## config.mk

```make
export PLATFORM = sky130hd
export DESIGN_NAME = udma_apb_if
export DESIGN_NICKNAME = d
export VERILOG_FILES = /design/src/verilog/udma_pkg.sv /design/src/verilog/udma_apb_if.sv
export SDC_FILE = /design/constraint.sdc
export NUM_CORES = 1
export LEC_CHECK = 0
export BUFFER_PORTS_ARGS = -buffer_cell sky130_fd_sc_hd__buf_4
export CORE_AREA = 3 3 60 62
export DETAILED_ROUTE_END_ITERATION = 6
export DIE_AREA = 0 0 63 65
export PLACE_DENSITY_LB_ADDON = 0.12
export REMOVE_ABC_BUFFERS = 1
export SYNTH_ARGS = -nofsm -noshare
export SYNTH_HDL_FRONTEND = slang
export SYNTH_SLANG_ARGS = --single-unit
```

## constraint.sdc

```tcl
create_clock -name vclk -period 1.55
set_input_delay 0 -clock vclk [all_inputs]
set_output_delay 0 -clock vclk [all_outputs]
set_load 0.02 [all_outputs]
```

## src/verilog/udma_pkg.sv

```systemverilog
package udma_pkg;

    localparam int N_CH           = 4;
    localparam int CH_IDX_W       = $clog2(N_CH);
    localparam int L2_AWIDTH_NOAL = 16;
    localparam int TRANS_SIZE     = 16;
    localparam int DATA_WIDTH     = 32;
    localparam int BE_W           = DATA_WIDTH / 8;
    localparam int APB_ADDR_WIDTH = 12;
    localparam int SLOT_W         = 5;
    localparam int REG_W          = 5;

    // Bit positions inside the channel CFG register
    localparam int CFG_EN_BIT   = 0;
    localparam int CFG_CONT_BIT = 4;
    localparam int CFG_CLR_BIT  = 5;

    typedef enum logic [1:0] {
        DS_BYTE = 2'd0,
        DS_HALF = 2'd1,
        DS_WORD = 2'd2
    } datasize_e;

    typedef enum logic [REG_W-1:0] {
        REG_SADDR = 5'd0,
        REG_SIZE  = 5'd1,
        REG_CFG   = 5'd2,
        REG_CURR  = 5'd3,
        REG_LEFT  = 5'd4
    } ch_reg_e;

    typedef enum logic [REG_W-1:0] {
        REG_CG  = 5'd0,
        REG_RST = 5'd1
    } glob_reg_e;

    typedef struct packed {
        logic                  valid;
        logic                  write;
        logic [SLOT_W-1:0]     slot;
        logic [REG_W-1:0]      reg_addr;
        logic [31:0]           wdata;
    } cfg_req_t;

    typedef struct packed {
        logic [L2_AWIDTH_NOAL-1:0] startaddr;
        logic [TRANS_SIZE-1:0]     size;
        logic                      continuous;
        logic                      start;
        logic                      clr;
    } ch_cfg_t;

    typedef struct packed {
        logic [L2_AWIDTH_NOAL-1:0] curr_addr;
        logic [TRANS_SIZE-1:0]     bytes_left;
        logic                      busy;
    } ch_status_t;

    typedef struct packed {
        logic [L2_AWIDTH_NOAL-1:0] addr;
        datasize_e                 datasize;
        logic [DATA_WIDTH-1:0]     data;
    } l2_beat_t;

    // Word address towards L2, the byte offset is carried by be
    typedef struct packed {
        logic [31:0]           addr;
        logic [BE_W-1:0]       be;
        logic [DATA_WIDTH-1:0] wdata;
    } l2_wr_t;

endpackage
```

## src/verilog/udma_apb_if.sv

```systemverilog
module udma_apb_if
    import udma_pkg::*;
(
    input  logic [APB_ADDR_WIDTH-1:0] paddr_i,
    input  logic [31:0]               pwdata_i,
    input  logic                      pwrite_i,
    input  logic                      psel_i,
    input  logic                      penable_i,
    output logic [31:0]               prdata_o,
    output logic                      pready_o,
    output logic                      pslverr_o,

    output cfg_req_t                  req_o,
    input  logic [31:0]               rdata_i
);

    logic              access;
    logic              bad_slot;
    logic [SLOT_W-1:0] slot;
    logic [REG_W-1:0]  reg_addr;

    //////////////////////////////////////////////////////////////////////
    // Address split
    //////////////////////////////////////////////////////////////////////

    assign slot     = paddr_i[APB_ADDR_WIDTH-1 -: SLOT_W];
    assign reg_addr = paddr_i[APB_ADDR_WIDTH-SLOT_W-1 -: REG_W];

    // Only the access phase reaches the register file
    assign access   = psel_i & penable_i;
    assign bad_slot = (slot > SLOT_W'(N_CH));

    assign req_o.valid    = access & ~bad_slot;
    assign req_o.write    = pwrite_i;
    assign req_o.slot     = slot;
    assign req_o.reg_addr = reg_addr;
    assign req_o.wdata    = pwdata_i;

    //////////////////////////////////////////////////////////////////////
    // Response
    //////////////////////////////////////////////////////////////////////

    assign prdata_o  = bad_slot ? 32'h0 : rdata_i;
    assign pready_o  = 1'b1;
    assign pslverr_o = access & bad_slot;

endmodule

```

# == Yosys cells after proc, flatten, opt, wreduce, memory -nomap -nowiden ==
# Index checks and enable logic that the tools add are counted.
# word_totals
register_bits,0
input_bits,79
output_inout_bits,78
# classes
n_lt_le_gt_ge,1
n_mux,1
bitwise,4
# ops
cell,count
2-to-1 mux 32 bit,1
"greater-than comparator 5 x 3 -> 1 bit, second input constant",1
AND 1 bit,3
NOT 1 bit,1

# == Longest topological paths before layout ==
# depth
depth_word,3
depth_mapped,4
mapped_depth_nobuf,2

# == Worst setup path after synthesis ==
# Ideal clock, no wire load.
# synth_timing
path_type,in2out
start,in paddr_i[7]
end,out req_o[43] (netlist name)
t_arrival_ps,940
t_required_ps,1550
path_slack_ps,610
path_stages,4
path_buffers,2
path_cell_list,o21a_1 buf_6 buf_6 nor3_1
# synth_lines
item,line,text
"start, declared",udma_apb_if.sv:4,"input logic [APB_ADDR_WIDTH-1:0] paddr_i,"
"end, declared",udma_apb_if.sv:13,"output cfg_req_t req_o,"

# == Final worst setup path ==
# layout_timing
start,in paddr_i[7]
end,out pslverr_o
# layout_between
elab_chain_cells,2
# layout_rtl
item,line,text
greater-than comparator 5 x 3 -> 1 bit,udma_apb_if.sv:31,assign bad_slot = (slot > SLOT_W'(N_CH));
AND 1 bit,udma_apb_if.sv:45,assign pslverr_o = access & bad_slot;
"end, declared",udma_apb_if.sv:11,"output logic pslverr_o,"
# Every way passes these cells.

==> out/results.txt <==
Total gr overflow: 0
Number of top-level pins: 157
Final routed wire length divided by cell count: 23.4 um
DIE AREA: 4100 sq um
Number of instances in the synthesized netlist: 90
Share of total power in the clock network: 0%
Power density over the cells: 245 nW/um^2
Biggest area consumer among synthesized cells: nor3b_2
Final slew viol count: 0
Top cell types by occurrence after synthesis: buf_4 (44), nor3b_2 (30), buf_6 (5), buf_8 (3), nor3b_1 (2)
Port buffer count: 78
Count of cells along the worst hold path: 0
Transition time at the pin with the least slew margin: 933 ps
Area delta synth->final: 26.2%
Maximum operating frequency: 838 MHz
Shortest clock period the worst path allows after layout: 1190 ps
Antenna violations before repair: 0
Launch instance of the worst min-delay path: pwdata_i[12]
Hold_buf cts: 0
Violation count after the first detailed-routing iteration: 13
Remaining antenna violation count: 0
Final instance area: 1080 sq um
Most numerous cell on the critical path: buf_4
Worst rel slew slack: 37.8%
Number of failing setup endpoints in the final timing report: 0
Flop pwr share: 0%
Area fraction of the dominant cell type after synthesis: 43.7%
Portion of the clock cycle consumed by the worst path in the final layout: 77.0%
Number of gates resized after CTS: 0
Final antenna diode count: 0
Fraction of layout cells with a size suffix above 1: 95.8%
Total number of sequential cells: 0
Number of search-and-repair iterations in the first detailed-routing pass: 4
Total core area: 3080 sq um
Sequential element share of the synthesized area: 0%
Critical Path Start Type: primary input
Die span in y: 65 um
Post-route worst hold slack: 0.142 ps
Max cap viols: 0
DP Worst Slack: 344 ps
Post-CTS Repair Setup Buffers: 0
Vias in the first global route: 700
Number of endpoints with negative hold slack in the final report: 0
WHS Endpoint: req_o[12]
Cell internal power dissipation: 142 uW
Leading post-synthesis cells by cell area: nor3b_2 (44%), buf_4 (38%), buf_6 (6.6%), buf_8 (5.2%), nor3b_1 (1.7%)
Global-route wire length before repair: 5090 um
Worst vdd rail ir drop: 0.187 mV
Effective utilization at floorplan: 27.9%
Row count: 20
Classification of the worst setup path: in2out
Ordered cell list for the critical path: buf_4 > o21a_2 > o21ba_2 > buf_4
Average size of a mapped cell: 9.54 sq um
Netlist area before placement: 858 sq um
Delay of the slowest critical-path stage: 750 ps
Post-detail-place hpwl: 3450 um
Status: complete, no violations
Final cell utilization of the core: 35.2%
Worst-case setup margin in the final layout: 357 ps
Setup repair after global routing missed its margin: no
Clock buffer instance count of the final layout: 0
Placer's final routability congestion estimate: 0.785
Unique cell type count in the Yosys netlist: 11
Average vias per placed instance: 4.36
Static power due to leakage: 0.502 nW
Worst min-delay path class: in2out
Overall fraction of global-route tracks in use: 17.3%
WP data required: 1550 ps
Critical Path AT: 1190 ps
Setup TNS after final layout: 0 ps
Placed standard-cell area: 1080 sq um
Setup crit end kind: primary output
Switching power: 124 uW
Routed via count: 706
Net switching share of the total power: 46.7%
# DRC: 0
X dimension of the die: 63 um
Yosys synthesis warning count: 0
Number of standard cells in the final layout excluding fillers: 162
Overall routed net length: 3790 um
Register Area: 0 sq um
Maximum number of pins on one net before global-route repair: 35
Cell total after placement: 162
# nets final: 199
Total power: 266 uW
Worst-path fanout max: 34
Most repeated cell in the gate-level netlist after synthesis: buf_4
Number of fillers in the final layout: 313
Power share of the combinational group: 100.0%
Cell type of the slowest stage on the worst timing path: o21a_2
[how the worst max path moves through the flow]
stage | startpoint | end | cells past startpoint | slack (ps)
2_1_floorplan | paddr_i[10] | prdata_o[0] | 2 | 120
3_3_place_gp | paddr_i[7] | pslverr_o | 4 | 340
3_5_place_dp | paddr_i[7] | pslverr_o | 4 | 340
4_1_cts | paddr_i[7] | pslverr_o | 4 | 340
5_1_grt | paddr_i[7] | pslverr_o | 4 | 240
6_report | paddr_i[7] | pslverr_o | 4 | 360
[metal layers]
| layer | GRT usage (%) | vias up | part of all wire (%) |
|---|---|---|---|
| met5 | 0 | - | 0 |
| met4 | 0 | 0 | 0 |
| met3 | 31.0 | 0 | 39 |
| met2 | 27.3 | 114 | 44 |
| met1 | 8.99 | 285 | 17 |
| li1 | - | 307 | - |
[placed cells by master, fill, tap and decap left out, drive strengths merged]
cell type  instances
nand2              1
nor3               1
o21ba              1
conb               1
o21a               1
nor3b             32
or2                1
buf               80
[critical path: cells and delay by family]
| kind | cells | cell delay (ps) |
|---|---|---|
| AO/OA/AOI/OAI | 2 | 970 |
| buffers and inverters | 2 | 210 |
[power groups by stage]
stage / Sequential, mW / Clock, mW / Combinational, mW
global route: 0 / 0 / 0.286
floorplan: 0 / 0 / 0.118
finish: 0 / 0 / 0.266
CTS: 0 / 0 / 0.269
detailed placement: 0 / 0 / 0.269
global placement: 0 / 0 / 0.267
[layout make-up]
type               instances  area (sq um)  share of cell area (%)
well taps                 44          55.1                    5.08
repair buffers            80           601                    55.4
multi-input cells         38           428                    39.5
[logic make-up after synthesis]
kind of cell           count (synthesis)  share of synthesized area [%]
buffers and inverters                 52                           50.3
AOI/OAI and AO/OA                      2                           2.04
other                                  1                          0.437
and+or+nand+nor                       35                           47.2
(Power assumes the default switching activity.)
