File: config.mk
export PLATFORM = sky130hd
export DESIGN_NAME = udma_rx_channel
export DESIGN_NICKNAME = d
export VERILOG_FILES = /design/src/verilog/udma_pkg.sv /design/src/verilog/udma_rx_channel.sv
export SDC_FILE = /design/constraint.sdc
export NUM_CORES = 1
export LEC_CHECK = 0
export BUFFER_PORTS_ARGS = -buffer_cell sky130_fd_sc_hd__clkbuf_2
export CORE_ASPECT_RATIO = 2
export CORE_UTILIZATION = 45
export CTS_BUF_LIST = sky130_fd_sc_hd__clkbuf_8
export DETAILED_ROUTE_END_ITERATION = 6
export PLACE_DENSITY = 0.78
export SKIP_LAST_GASP = 1
export SLEW_MARGIN = 40
export SYNTH_ARGS = -nofsm -noshare
export SYNTH_HDL_FRONTEND = slang
export SYNTH_SLANG_ARGS = --single-unit
File: constraint.sdc
create_clock -name sys_clk_i -period 2.8 [get_ports sys_clk_i]
set_clock_uncertainty 0.05 [all_clocks]
set_input_delay 0.56 -clock sys_clk_i [delete_from_list [all_inputs] [get_ports sys_clk_i]]
set_output_delay 0.56 -clock sys_clk_i [all_outputs]
set_load 0.005 [all_outputs]
File: src/verilog/udma_pkg.sv
package udma_pkg;

    localparam int N_CH           = 4;
    localparam int CH_IDX_W       = $clog2(N_CH);
    localparam int L2_AWIDTH_NOAL = 16;
    localparam int TRANS_SIZE     = 16;
    localparam int DATA_WIDTH     = 32;
    localparam int BE_W           = DATA_WIDTH / 8;
    localparam int APB_ADDR_WIDTH = 12;
    localparam int SLOT_W         = 5;
    localparam int REG_W          = 5;

    // Bit positions inside the channel CFG register
    localparam int CFG_EN_BIT   = 0;
    localparam int CFG_CONT_BIT = 4;
    localparam int CFG_CLR_BIT  = 5;

    typedef enum logic [1:0] {
        DS_BYTE = 2'd0,
        DS_HALF = 2'd1,
        DS_WORD = 2'd2
    } datasize_e;

    typedef enum logic [REG_W-1:0] {
        REG_SADDR = 5'd0,
        REG_SIZE  = 5'd1,
        REG_CFG   = 5'd2,
        REG_CURR  = 5'd3,
        REG_LEFT  = 5'd4
    } ch_reg_e;

    typedef enum logic [REG_W-1:0] {
        REG_CG  = 5'd0,
        REG_RST = 5'd1
    } glob_reg_e;

    typedef struct packed {
        logic                  valid;
        logic                  write;
        logic [SLOT_W-1:0]     slot;
        logic [REG_W-1:0]      reg_addr;
        logic [31:0]           wdata;
    } cfg_req_t;

    typedef struct packed {
        logic [L2_AWIDTH_NOAL-1:0] startaddr;
        logic [TRANS_SIZE-1:0]     size;
        logic                      continuous;
        logic                      start;
        logic                      clr;
    } ch_cfg_t;

    typedef struct packed {
        logic [L2_AWIDTH_NOAL-1:0] curr_addr;
        logic [TRANS_SIZE-1:0]     bytes_left;
        logic                      busy;
    } ch_status_t;

    typedef struct packed {
        logic [L2_AWIDTH_NOAL-1:0] addr;
        datasize_e                 datasize;
        logic [DATA_WIDTH-1:0]     data;
    } l2_beat_t;

    // Word address towards L2, the byte offset is carried by be
    typedef struct packed {
        logic [31:0]           addr;
        logic [BE_W-1:0]       be;
        logic [DATA_WIDTH-1:0] wdata;
    } l2_wr_t;

endpackage
File: src/verilog/udma_rx_channel.sv
module udma_rx_channel
    import udma_pkg::*;
(
    input  logic                  sys_clk_i,
    input  logic                  rst_i,

    input  ch_cfg_t               cfg_i,
    input  logic                  gate_i,
    output ch_status_t            status_o,

    input  logic                  rx_valid_i,
    input  logic [DATA_WIDTH-1:0] rx_data_i,
    input  datasize_e             rx_datasize_i,
    output logic                  rx_ready_o,

    output logic                  beat_valid_o,
    output l2_beat_t              beat_o,
    input  logic                  beat_gnt_i,

    output logic                  event_o
);

    logic                      busy_q;
    logic                      buf_valid_q;
    logic                      last_q;
    logic                      event_q;
    logic [L2_AWIDTH_NOAL-1:0] curr_addr_q;
    logic [TRANS_SIZE-1:0]     bytes_left_q;
    l2_beat_t                  beat_q;

    logic [TRANS_SIZE-1:0]     nbytes;
    logic                      accept;
    logic                      is_last;

    always_comb
    begin
        case (rx_datasize_i)
            DS_BYTE: nbytes = TRANS_SIZE'(1);
            DS_HALF: nbytes = TRANS_SIZE'(2);
            default: nbytes = TRANS_SIZE'(4);
        endcase
    end

    // A closed gate freezes the channel towards both the peripheral and L2
    assign rx_ready_o = busy_q & ~buf_valid_q & gate_i;
    assign accept     = rx_valid_i & rx_ready_o;
    assign is_last    = (bytes_left_q <= nbytes);

    always_ff @(posedge sys_clk_i)
    begin
        if (rst_i)
        begin
            busy_q       <= 1'b0;
            buf_valid_q  <= 1'b0;
            last_q       <= 1'b0;
            event_q      <= 1'b0;
            curr_addr_q  <= '0;
            bytes_left_q <= '0;
        end
        else
        begin
            event_q <= 1'b0;
            if (cfg_i.clr)
            begin
                busy_q       <= 1'b0;
                buf_valid_q  <= 1'b0;
                last_q       <= 1'b0;
                bytes_left_q <= '0;
            end
            else if (cfg_i.start)
            begin
                busy_q       <= 1'b1;
                curr_addr_q  <= cfg_i.startaddr;
                bytes_left_q <= cfg_i.size;
            end
            else if (accept)
            begin
                buf_valid_q  <= 1'b1;
                last_q       <= is_last;
                curr_addr_q  <= curr_addr_q + L2_AWIDTH_NOAL'(nbytes);
                bytes_left_q <= is_last ? '0 : bytes_left_q - nbytes;
            end
            else if (beat_gnt_i && buf_valid_q)
            begin
                buf_valid_q <= 1'b0;
                if (last_q)
                begin
                    last_q  <= 1'b0;
                    event_q <= 1'b1;
                    if (cfg_i.continuous)
                    begin
                        curr_addr_q  <= cfg_i.startaddr;
                        bytes_left_q <= cfg_i.size;
                    end
                    else
                        busy_q <= 1'b0;
                end
            end
        end
    end

    always_ff @(posedge sys_clk_i)
    begin
        if (accept)
        begin
            beat_q.addr     <= curr_addr_q;
            beat_q.datasize <= rx_datasize_i;
            beat_q.data     <= rx_data_i;
        end
    end

    assign beat_valid_o = buf_valid_q & gate_i;
    assign beat_o       = beat_q;
    assign event_o      = event_q;

    assign status_o.curr_addr  = curr_addr_q;
    assign status_o.bytes_left = bytes_left_q;
    assign status_o.busy       = busy_q;

endmodule

# ---- After elaboration in Yosys (flattened, before gate mapping)
# Cells that the tools add are included.
dict set report op_classes {
  addsub 2
  reduce_logical 14
  n_lt_le_gt_ge 1
  bitwise 8
  eq_ne 3
  mux 21
}
# operator n
set ops {}
lappend ops {{$mux 16} 11}
lappend ops {{$add 16x16->16} 1}
lappend ops {{$le 16x16->1} 1}
lappend ops {{$sub 16x16->16} 1}
lappend ops {{$mux 1} 9}
lappend ops {{$reduce_bool 3->1} 3}
lappend ops {{$reduce_and 4->1} 2}
lappend ops {{$pmux 3 s2} 1}
lappend ops {{$reduce_bool 2->1} 3}
lappend ops {{$reduce_or 5->1} 1}
lappend ops {{$and 1x1->1} 4}
lappend ops {{$ne 2x2->1 const B} 2}
lappend ops {{$not 1->1} 4}
lappend ops {{$reduce_and 3->1} 1}
lappend ops {{$eq 2x1->1 const B} 1}
lappend ops {{$logic_not 2->1} 1}
lappend ops {{$reduce_and 2->1} 1}
lappend ops {{$reduce_or 2->1} 1}
lappend ops {{$logic_and 1x1->1} 1}
dict set report totals {
  output_inout_bits 86
  reg_bits 86
  in_bits 74
  word_cells 58
}

# ---- Depth between registers and ports, before layout
# Gate-level depths: netlist of run 1.
dict set report depth {
  ltp_word 6
  depth_mapped 10
  mapped_depth_nobuf 9
}

# ---- Least setup slack after synthesis of run 1
# No wires, ideal clock.
dict set report synth_path {
  kind {input to register}
  from {in rx_valid_i}
  to {reg bytes_left_q[15]}
  slack_ps 149
  n_path_buf 0
  t_required_ps 2655
  path_stages 5
  setup_ps 95
  arrival_ps 2505
  path_cell_list {nand4b_4 > inv_1 > nor2_1 > a21o_1 > a221oi_1}
}
dict set report synth_via {
  elab_chain_cells 3
  word_cells_on_any_way 7
}
# item line
set synth_rtl {}
lappend synth_rtl {{from (decl)} udma_rx_channel.sv:11} ;# input logic rx_valid_i,
lappend synth_rtl {{$and 1x1->1 (*)} udma_rx_channel.sv:46} ;# assign accept = rx_valid_i & rx_ready_o;
lappend synth_rtl {{named net accept} udma_rx_channel.sv:32} ;# logic accept;
lappend synth_rtl {{$reduce_bool 3->1 (no line) or $mux 16 (tied branches)} -}
lappend synth_rtl {{$reduce_and 3->1 (no line) or $mux 16 (tied branches)} -}
lappend synth_rtl {{to (signal assigned)} udma_rx_channel.sv:74} ;# bytes_left_q <= cfg_i.size;
lappend synth_rtl {{to (signal assigned)} udma_rx_channel.sv:81} ;# bytes_left_q <= is_last ? '0 : bytes_left_q - nbytes;
lappend synth_rtl {{to (signal assigned)} udma_rx_channel.sv:93} ;# bytes_left_q <= cfg_i.size;
lappend synth_rtl {{to (decl)} udma_rx_channel.sv:28} ;# logic [TRANS_SIZE-1:0] bytes_left_q;
# The timed path passes the listed nets; every way through them passes the cells marked *.
# A chain may end at the register's enable or synchronous reset.

# ---- Worst setup path after layout of run 1
dict set report layout_path {
  from {in rx_datasize_i[1]}
  to {reg bytes_left_q[6]}
}
dict set report layout_via {
  elab_chain_cells 6
  word_cells_on_any_way 8
}
# item line
set layout_rtl {}
lappend layout_rtl {{from (decl)} udma_rx_channel.sv:13} ;# input datasize_e rx_datasize_i,
lappend layout_rtl {{$eq 2x1->1 or $logic_not 2->1 (tied branches)} udma_rx_channel.sv:37} ;# case (rx_datasize_i)
lappend layout_rtl {{$pmux 3 s2 (*)} udma_rx_channel.sv:37}
lappend layout_rtl {{$sub 16x16->16 or $le 16x16->1 (tied branches)} {udma_rx_channel.sv:81, udma_rx_channel.sv:47}}
lappend layout_rtl {{$mux 16 (*)} udma_rx_channel.sv:81}
lappend layout_rtl {{$mux 16 (*)} udma_rx_channel.sv:76} ;# else if (accept)
lappend layout_rtl {{$mux 16 (*)} udma_rx_channel.sv:70} ;# else if (cfg_i.start)
# Mark *: on every way between the ends. The rest lies on a longest branch, timed or not.

==> results.txt, run 1 <==
- The first global-routing pass estimated 16.9 mm of wire.
- Crit path top cell by count: sky130_fd_sc_hd__inv_1
- Instance count after placement with tap cells included: 612
- Yosys mapped a number of flops with a built-in enable equal to 50.
- The filler cells instantiated in the layout total between 700 and 800.
* Synthesized cell area: approximately 4000 um2
- Starting DRC count in detailed routing: 351
- Syn_nets: around 450
- Final Max Slew Viols: 0
* Number of buffers created by CTS: 9
- Simple-gate area share of the yosys netlist: 15.5%
- Excluding fillers, the count of instances in the completed layout stands at 628.
* Headroom to the max-slew limit: between 50% and 60%
* Effective utilization at floorplan: a little under half
* Total count of hold-check failures in the final report: 0
- Total buffers and inverters traversed by the critical path: 3
* I/O pin cnt: 160
- Post-DR wirelength/cell: 17.6 um
* Dominant cell by count in the synthesized netlist: sky130_fd_sc_hd__edfxtp_1
* Run status: completed
* Dominant combinational cell family by area after synthesis: compound AO/OA/AOI/OAI gates
- # setup viols final: 0
- Detailed routing inserted a total of around 3600 vias.
- Power per cell area: about 520 nW/um2
- Dividing the final minimum period by the clock period gives around 85%.
* Inserted Diodes: 0
- Post-CTS setup buffers: 0
- CTS placed an instance of sky130_fd_sc_hd__clkbuf_8 at the clock tree root.
- For this design, the CTS-stage hold fixing added 0 buffers.
* TritonCTS clock tree: yes
- The internal power of the cells totals 0.00193 W.
* GRT overflow: 0
- Once detail routing completed, the nets flagged for antenna violations numbered 0.
- Number of rows in the core area: 47
- Insertion delay of the later-clocked pin in the worst-skew pair: ~360 ps
- In the synthesized netlist the async set-or-reset flop fraction comes to 0%.
- Arrival time at the worst endpoint: 2600 ps
- FF/Latch Area: ~2200 um2
* Nets: 608
* Top post-synthesis cells by area: sky130_fd_sc_hd__edfxtp_1 (38%), sky130_fd_sc_hd__dfxtp_1 (18%), sky130_fd_sc_hd__o21ai_0 (3.7%)
* Share of the synthesized area in the top cell type: about two fifths
- Maximum resistive drop on vdd: between 0.2 and 0.3 mV
- Post-layout total power: 0.00261 W
- Cell type with the highest aggregate area in the netlist: sky130_fd_sc_hd__edfxtp_1
* Worst hold path depth: 1
- The analysis attributes to net switching a power of 0.000678 W.
- Summing all multi-input logic gate instances after layout gives 1510 um2.
- The worst hold path terminates at beat_o[14]$_DFFE_PP_.
* Post-synthesis to final-layout area growth: 28.0%
* Commonest cells post-synth: sky130_fd_sc_hd__edfxtp_1 (50), sky130_fd_sc_hd__dfxtp_1 (36), sky130_fd_sc_hd__nand2_1 (29), sky130_fd_sc_hd__o21ai_0 (29), sky130_fd_sc_hd__a21oi_1 (28)
* Number of gates resized after cts: 0
* Hold Crit Class: in2reg
- Most used flip-flop cell after synthesis: sky130_fd_sc_hd__edfxtp_1
- Number of H-tree levels: 3
- Critical Path Max Stage Delay: 480 ps
- Mux share of post-synthesis cell area: 0%
- Cells along the critical path: clkbuf_2 > inv_1 > nand2_1 > inv_1 > fa_1 > nand2b_1 > o2bb2ai_1 > and3_1 > or4_1 > a41oi_1
* Actual slew at the worst max-slew pin: ~700 ps
* Initial antenna violation count: 0
- The worst setup path is captured at a flip-flop.
- Number of logic stages on the critical path including buffering: 10
- After detailed routing, the number of remaining DRC violations is 0.
- Minimum clock period after layout: roughly 2400 ps
- Net switching is 26.0% of the power.
- The kind of cell with the highest combined delay along the critical path is simple AND/OR/NAND/NOR gates.
- Sequential cells were found to cover between 50 and 60% of the synthesized design area.
* Half-perimeter wire length after detailed placement: ~8.3 mm
- Post-synthesis cell count: ~360
- Synth cell types: 55
- Timing would allow up to between 0.4 and 0.5 GHz.
- The largest individual stage delay along the critical path comes from the cell sky130_fd_sc_hd__or4_1.
* Core Footprint: about 8400 um2
- Final core utilization: 59.9%
* Count of buffers from port buffering: 159
- Measured along the x axis, the die boundary spans between 60 and 70 um.
- Counting flops and latches in the post-synthesis netlist gives between 80 and 90.
* Post-detailed-route via-to-cell ratio: 5.71
- In this run the vertical extent of the chip is about 130 um.
* Routability congestion estimate: about 0.89
- The share of total power dissipated in combinational logic is 12.5%.
- Number of cells on the worst reg-to-reg path: 8
* Reg2reg start: bytes_left_q[0]$_SDFFE_PP0P_
* Vias in the first global route: roughly 3600
- Mean post-synth cell area: approximately 11 um2
* Max-Cap Viols: 0
* Leak Pwr: roughly 2.1 nW
* WS Path Type: in2reg
* Die area: slightly above 9000 um2
* Seq pwr share: 54.0%
- Compound-cell area share of the yosys netlist: 19.4%
* Xor and xnor fraction of the mapped netlist area: 0.449%
- After routing, the total negative slack on setup checks comes to 0 ps.
- Routed Wire Length: roughly 11 mm
- The startpoint identified for the worst hold timing path is rx_data_i[14].
* Critical Path Fanout Max: 4
* Largest net degree at the start of global routing: between 50 and 60
- The Yosys step of the flow raised 0 warnings.
* Worst setup SP type: primary input
* Ratio of cells with drive above 1 in the final layout: between 30% and 40%
- Setup repair after global routing missed its margin: false
- Global routing used between 20% and 30% of the available tracks across all layers.
* Maximum count of clock buffers along a single path: 2
- CTS clock-pin slew for the worst setup and hold paths: 90 ps
- Register-to-register setup slack: about 440 ps
* Clk sinks: 86
* Clock network fraction of design power: around a third
- First-pass iteration count of the detailed router: 4
- Endpoint of the worst-slack reg-to-reg timing path: bytes_left_q[6]$_SDFFE_PP0P_
- After Yosys synthesis, full adders, half adders and majority gates account for ~3.3% of the synthesized area.
* Data required, critical path: just over 3000 ps
[state kept, by name, summed over array words and instances (netlist names)]
signal and cells:
beat_o 50, buf_valid_q 1, busy_q 1, bytes_left_q 16, curr_addr_q 16, event_o 1, last_q 1
[cell usage in the layout (no fill, tap or decap), drive strengths merged, types with 5 or more instances in the layout]
| cell type | count |
|---|---|
| clkbuf | 168 |
| edfxtp | 50 |
| dfxtp | 36 |
| o21ai | 33 |
| nand2 | 29 |
| a21oi | 28 |
| inv | 20 |
| nor2 | 18 |
| nand3 | 16 |
| a211oi | 14 |
| nor3 | 13 |
| buf | 12 |
| o22ai | 7 |
| ha | 7 |
| or3 | 6 |
| and2 | 5 |
| a221oi | 5 |
[power groups by stage]
stage | registers (W) | logic (W) | clock network [W]
after floorplan | 0.00143 | 0.000175 | 0
after global placement | 0.00144 | 0.000313 | 0
after detailed placement | 0.00144 | 0.000322 | 0
after CTS | 0.00141 | 0.000326 | 0.000886
after global routing | 0.00142 | 0.000362 | 0.000937
final | 0.00141 | 0.000327 | 0.000873
[layout make-up]
class | instances | share of cell area [%]
tap | 98 | 2.45
multi-input combinational | 241 | 30.3
sequential | 86 | 44.4
clock inverter | 7 | 1.45
inverter | 16 | 1.20
clock buffer | 9 | 2.48
timing repair buffer | 171 | 17.7
[layer usage]
layer,GRT usage (%),vias to the layer above,share of wire (%)
met5,0,-,0
met4,17.0,0,4.7
met3,5.05,40,6.4
met2,44.6,190,55
met1,24.2,1644,34
li1,-,1711,-
[metrics by stage]
| step | hold WS, ps | cell area (um2) | worst slack (ps) |
|---|---|---|---|
| floorplan | 420 | 3910 | 149 |
| finish | 321 | 5000 | 434 |
| global placement | 418 | 4800 | 181 |
| detailed placement | 425 | 4800 | 66.9 |
| CTS | 311 | 5000 | 439 |
| global route | 307 | 5000 | 256 |
[logic make-up (layout without fill, tap and decap cells)]
logic type / Yosys count / in the layout
buffers and inverters: 37 / 203
XOR/XNOR: 2 / 2
AO/OA/AOI/OAI: 118 / 118
AND/OR/NAND/NOR: 112 / 112
flip-flops: 86 / 86
adder cells (fa/ha/maj): 9 / 9
[worst max-delay path by stage]
stage,slack (ps),start,to
after floorplan,150,rx_valid_i,bytes_left_q[15]$_SDFFE_PP0P_
after global placement,180,rx_datasize_i[1],bytes_left_q[6]$_SDFFE_PP0P_
after detailed placement,70,rx_datasize_i[1],bytes_left_q[6]$_SDFFE_PP0P_
after CTS,440,bytes_left_q[0]$_SDFFE_PP0P_,bytes_left_q[6]$_SDFFE_PP0P_
after global routing,260,rx_datasize_i[1],bytes_left_q[3]$_SDFFE_PP0P_
final,430,rx_datasize_i[1],bytes_left_q[6]$_SDFFE_PP0P_
Power figures use the tool's default switching activity.
==> run 2, diff against run 1 <==
- ABC_AREA: unset -> 1
- CORE_UTILIZATION: 45 -> 51
- PLACE_DENSITY: 0.78 -> 0.83
- clock period: 2.8 -> 2.3 ns (I/O delays scaled with it)
==> results.txt, run 2 <==
- The run finished with clean final reports.
* Residual DRC: 0
* Minimum clock period after layout: approximately 2100 ps
* Register-to-register setup slack: roughly 200 ps
- Setup violations remaining at the end of the flow were counted as 0.
- Count of buffers from port buffering: roughly 160
* Clk root buf: sky130_fd_sc_hd__clkbuf_8
* Most used flip-flop cell after synthesis: sky130_fd_sc_hd__edfxtp_1
- The cell area that synthesis handed to floorplanning was between 4000 and 5000 um2.
- Share of the synthesized area in the top cell type: a little over a third
* Total count of hold-check failures in the final report: 0
* Cells along the critical path: inv_1 > ha_1 > fa_1 > inv_1 > nand2_1 > nand2_4 > o21ai_0 > nand3_1 > nand2_4 > inv_4 > nand3_1 > a21oi_1
* I/O pin cnt: 160
- Routed Wire Length: 10.8 mm
- Global routing consumed, over all layers together, between 20% and 30% of the routing resources.
- The synthesized design spends more area on one cell type than any other, namely sky130_fd_sc_hd__edfxtp_1.
- The worst setup path is launched from a flip-flop.
- Xor and xnor fraction of the mapped netlist area: roughly 1.3%
* Post-detailed-route via-to-cell ratio: roughly 5.3
- The number of antenna diodes in the final layout is 0.
- Syn_nets: 570
- Top post-synthesis cells by area: sky130_fd_sc_hd__edfxtp_1 (36%), sky130_fd_sc_hd__dfxtp_1 (17%), sky130_fd_sc_hd__nand2_1 (11%)
* Largest net degree at the start of global routing: between 50 and 60
- Power per cell area: 593 nW/um2
- Leading cell types in the layout, fill and taps excluded: sky130_fd_sc_hd__clkbuf_2 (159), sky130_fd_sc_hd__nand2_1 (123), sky130_fd_sc_hd__nor2_1 (73)
- Together, buffers and inverters on the worst path number 3.
- Insertion delay of the later-clocked pin in the worst-skew pair: 360 ps
- Ranked by instance count, the synthesized netlist is headed by sky130_fd_sc_hd__nand2_1 (123), sky130_fd_sc_hd__nor2_1 (73), sky130_fd_sc_hd__inv_1 (54), sky130_fd_sc_hd__edfxtp_1 (50), sky130_fd_sc_hd__dfxtp_1 (36).
* Post-synthesis cell count: roughly 500
* Period Utilization, post-route: 91.5%
- On the critical path the largest part of the delay comes from adder cells.
* Global-route wire length before repair: 16.8 mm
- Of the synthesized area, sequential elements account for between 50% and 60%.
- The synthesized design contains 86 register bits.
- The total overflow left after global routing is 0.
- Simple-gate area share of the yosys netlist: 26.0%
- Clock-pin slew was measured on the worst setup and hold paths at around 90 ps.
- Number of flip-flops in the largest register: 50
* Max frequency: 0.475 GHz
- Clock tree synthesis found a total of 86 sinks.
- Area share of fa/ha/maj cells after synthesis: under 10%
- Of all nets on the critical path, the largest fanout is 11.
* Actual slew at the worst max-slew pin: 605 ps
- At the end of routability-driven placement, the weighted congestion stood at about 0.9.
- Vias in the first global route: around 3700
* Synth cell types: 36
* Cell at the slowest stage of the critical path: sky130_fd_sc_hd__dfxtp_1
- Async set-or-reset flop fraction in the synthesized netlist: 0%
- Mux share of post-synthesis cell area: 0%
* Maximum count of clock buffers along a single path: 2
* Post-synthesis to final-layout area growth: 24.0%
* Compound-cell area share of the yosys netlist: around 9%
- TritonCTS clock tree: yes
- Worst hold margin: around 220 ps
- Post-CTS timing repair inserted 0 buffers for setup.
- Post-layout total power: between 0.003 and 0.004 W
- The initialized floorplan defines 46 standard-cell rows.
* Mean post-synth cell area: approximately 8.6 um2
* Nets: 728
- The number of antenna violations at the first check in global routing was 0.
- Data required, critical path: about 2600 ps
- Counting flops with a built-in enable in the synthesized netlist gives 50.
- STA classifies the critical path endpoint as a flip-flop.
- Once the floorplan was initialized, standard cells occupied 52.7% of the core.
- Leak Pwr: roughly 2.5 nW
* Most common library cell in the layout ignoring fill and taps: sky130_fd_sc_hd__clkbuf_2
- Headroom to the max-slew limit: between 50 and 60%
- After detailed routing, the average wire length per cell comes to around 14 um.
* Max-Cap Viols: 0
* Dominant combinational cell family by area after synthesis: simple AND/OR/NAND/NOR gates
* Yosys warnings: 0
- Core Footprint: between 7000 and 8000 um2
* Setup repair after global routing missed its margin: false
* Starting DRC count in detailed routing: 300
- The first detailed-routing pass ran for 5 iterations.
- The clock tree synthesis step divided the H-tree into 3 levels.
- The max-slew violation count came to 0.
* Die area: 8590 um2
* Count of antenna-violating nets left after detailed routing: 0
* Dominant cell by count in the synthesized netlist: sky130_fd_sc_hd__nand2_1
* WS Path Type: reg2reg
- Critical Path Max Stage Delay: about 370 ps
- Arrival time at the worst endpoint: between 2000 and 2500 ps
- Maximum resistive drop on vdd: roughly 0.34 mV
* Die Width: 66.0 um
- The die is ~130 um tall.
- Counting the buffers created by CTS gives 9.
- For this block, the via count after detailed routing is 3937.
* Hold Crit Class: in2reg
- The post-route netlist has 30.6% of its cells at a drive strength greater than 1.
- Summed over all failing endpoints, the final setup total negative slack is 0 ps.
- Detailed placement ended at an HPWL of between 8 and 9 mm.
-- run 2: changes by cell type after synthesis, sizes merged, moves of 7 or more --
cell and delta:
inv +40, nor2 +59, nand3 +14, nand2 +101, o22ai -7, a211oi -13
nor3 -11, clkbuf -10
-- run 2: kinds of logic after synthesis --
| kind of cell | count (synthesis) |
|---|---|
| AO/OA/AOI/OAI | 65 |
| XOR/XNOR | 6 |
| buffers and inverters | 71 |
| flip-flops | 86 |
| AND/OR/NAND/NOR | 250 |
| adder cells (fa/ha/maj) | 9 |
-- run 2: area by class of cell --
| type | instances | area, um2 |
|---|---|---|
| Clock buffer | 9 | 124 |
| Clock inverter | 7 | 48.8 |
| Sequential cell | 86 | 2220 |
| Timing Repair Buffer | 162 | 818 |
| Fill cell | 670 | 2760 |
| Multi-Input combinational cell | 330 | 1640 |
| Tap cell | 96 | 120 |
| Inverter | 56 | 215 |
-- run 2: final timing paths --
check	start	to	cells past startpoint
setup reg to reg	bytes_left_q[0]$_SDFFE_PP0P_	bytes_left_q[9]$_SDFFE_PP0P_	12
hold reg to reg	last_q$_SDFFE_PP0P_	event_o$_SDFF_PP0_	2
hold / removal	rx_data_i[1]	beat_o[1]$_DFFE_PP_	1
setup / recovery	bytes_left_q[0]$_SDFFE_PP0P_	bytes_left_q[9]$_SDFFE_PP0P_	12
-- run 2: power by group --
part           internal, W  switching, W  leakage (nW)
clock             0.000393      0.000553        0.0834
combinational     0.000168      0.000239          1.65
sequential         0.00167     0.0000525         0.757
total              0.00223      0.000844          2.49
-- run 2: routing by layer --
| metal | share of wire, % | routed length, um | vias up | track usage [%] |
|---|---|---|---|---|
| li1 | - | - | 1899 | - |
| met2 | 54 | 5820 | 218 | 48.1 |
| met3 | 7.8 | 841 | 37 | 5.59 |
| met5 | 0 | 0 | - | 0 |
| met4 | 3.9 | 424 | 0 | 15.0 |
| met1 | 34 | 3700 | 1783 | 26.1 |
-- run 2: what timing repair did --
action                                  in CTS  in global routing
gates resized for setup                      0                  1
endpoints found under the setup margin       0                  8
hold buffers                                 0                  0
-- run 2: metrics by stage --
| stage | worst slack (ps) | std cells | area (um2) | util (%) |
|---|---|---|---|---|
| 2_1_floorplan | 69.0 | 487 | 4180 | - |
| 3_3_place_gp | 35.8 | 730 | 5010 | 63.1 |
| 3_5_place_dp | -110 | 730 | 5010 | 63.1 |
| 4_1_cts | 121 | 746 | 5180 | 65.3 |
| 5_1_grt | 6.19 | 746 | 5190 | 65.3 |
| 6_report | 196 | 746 | 5190 | 65.3 |
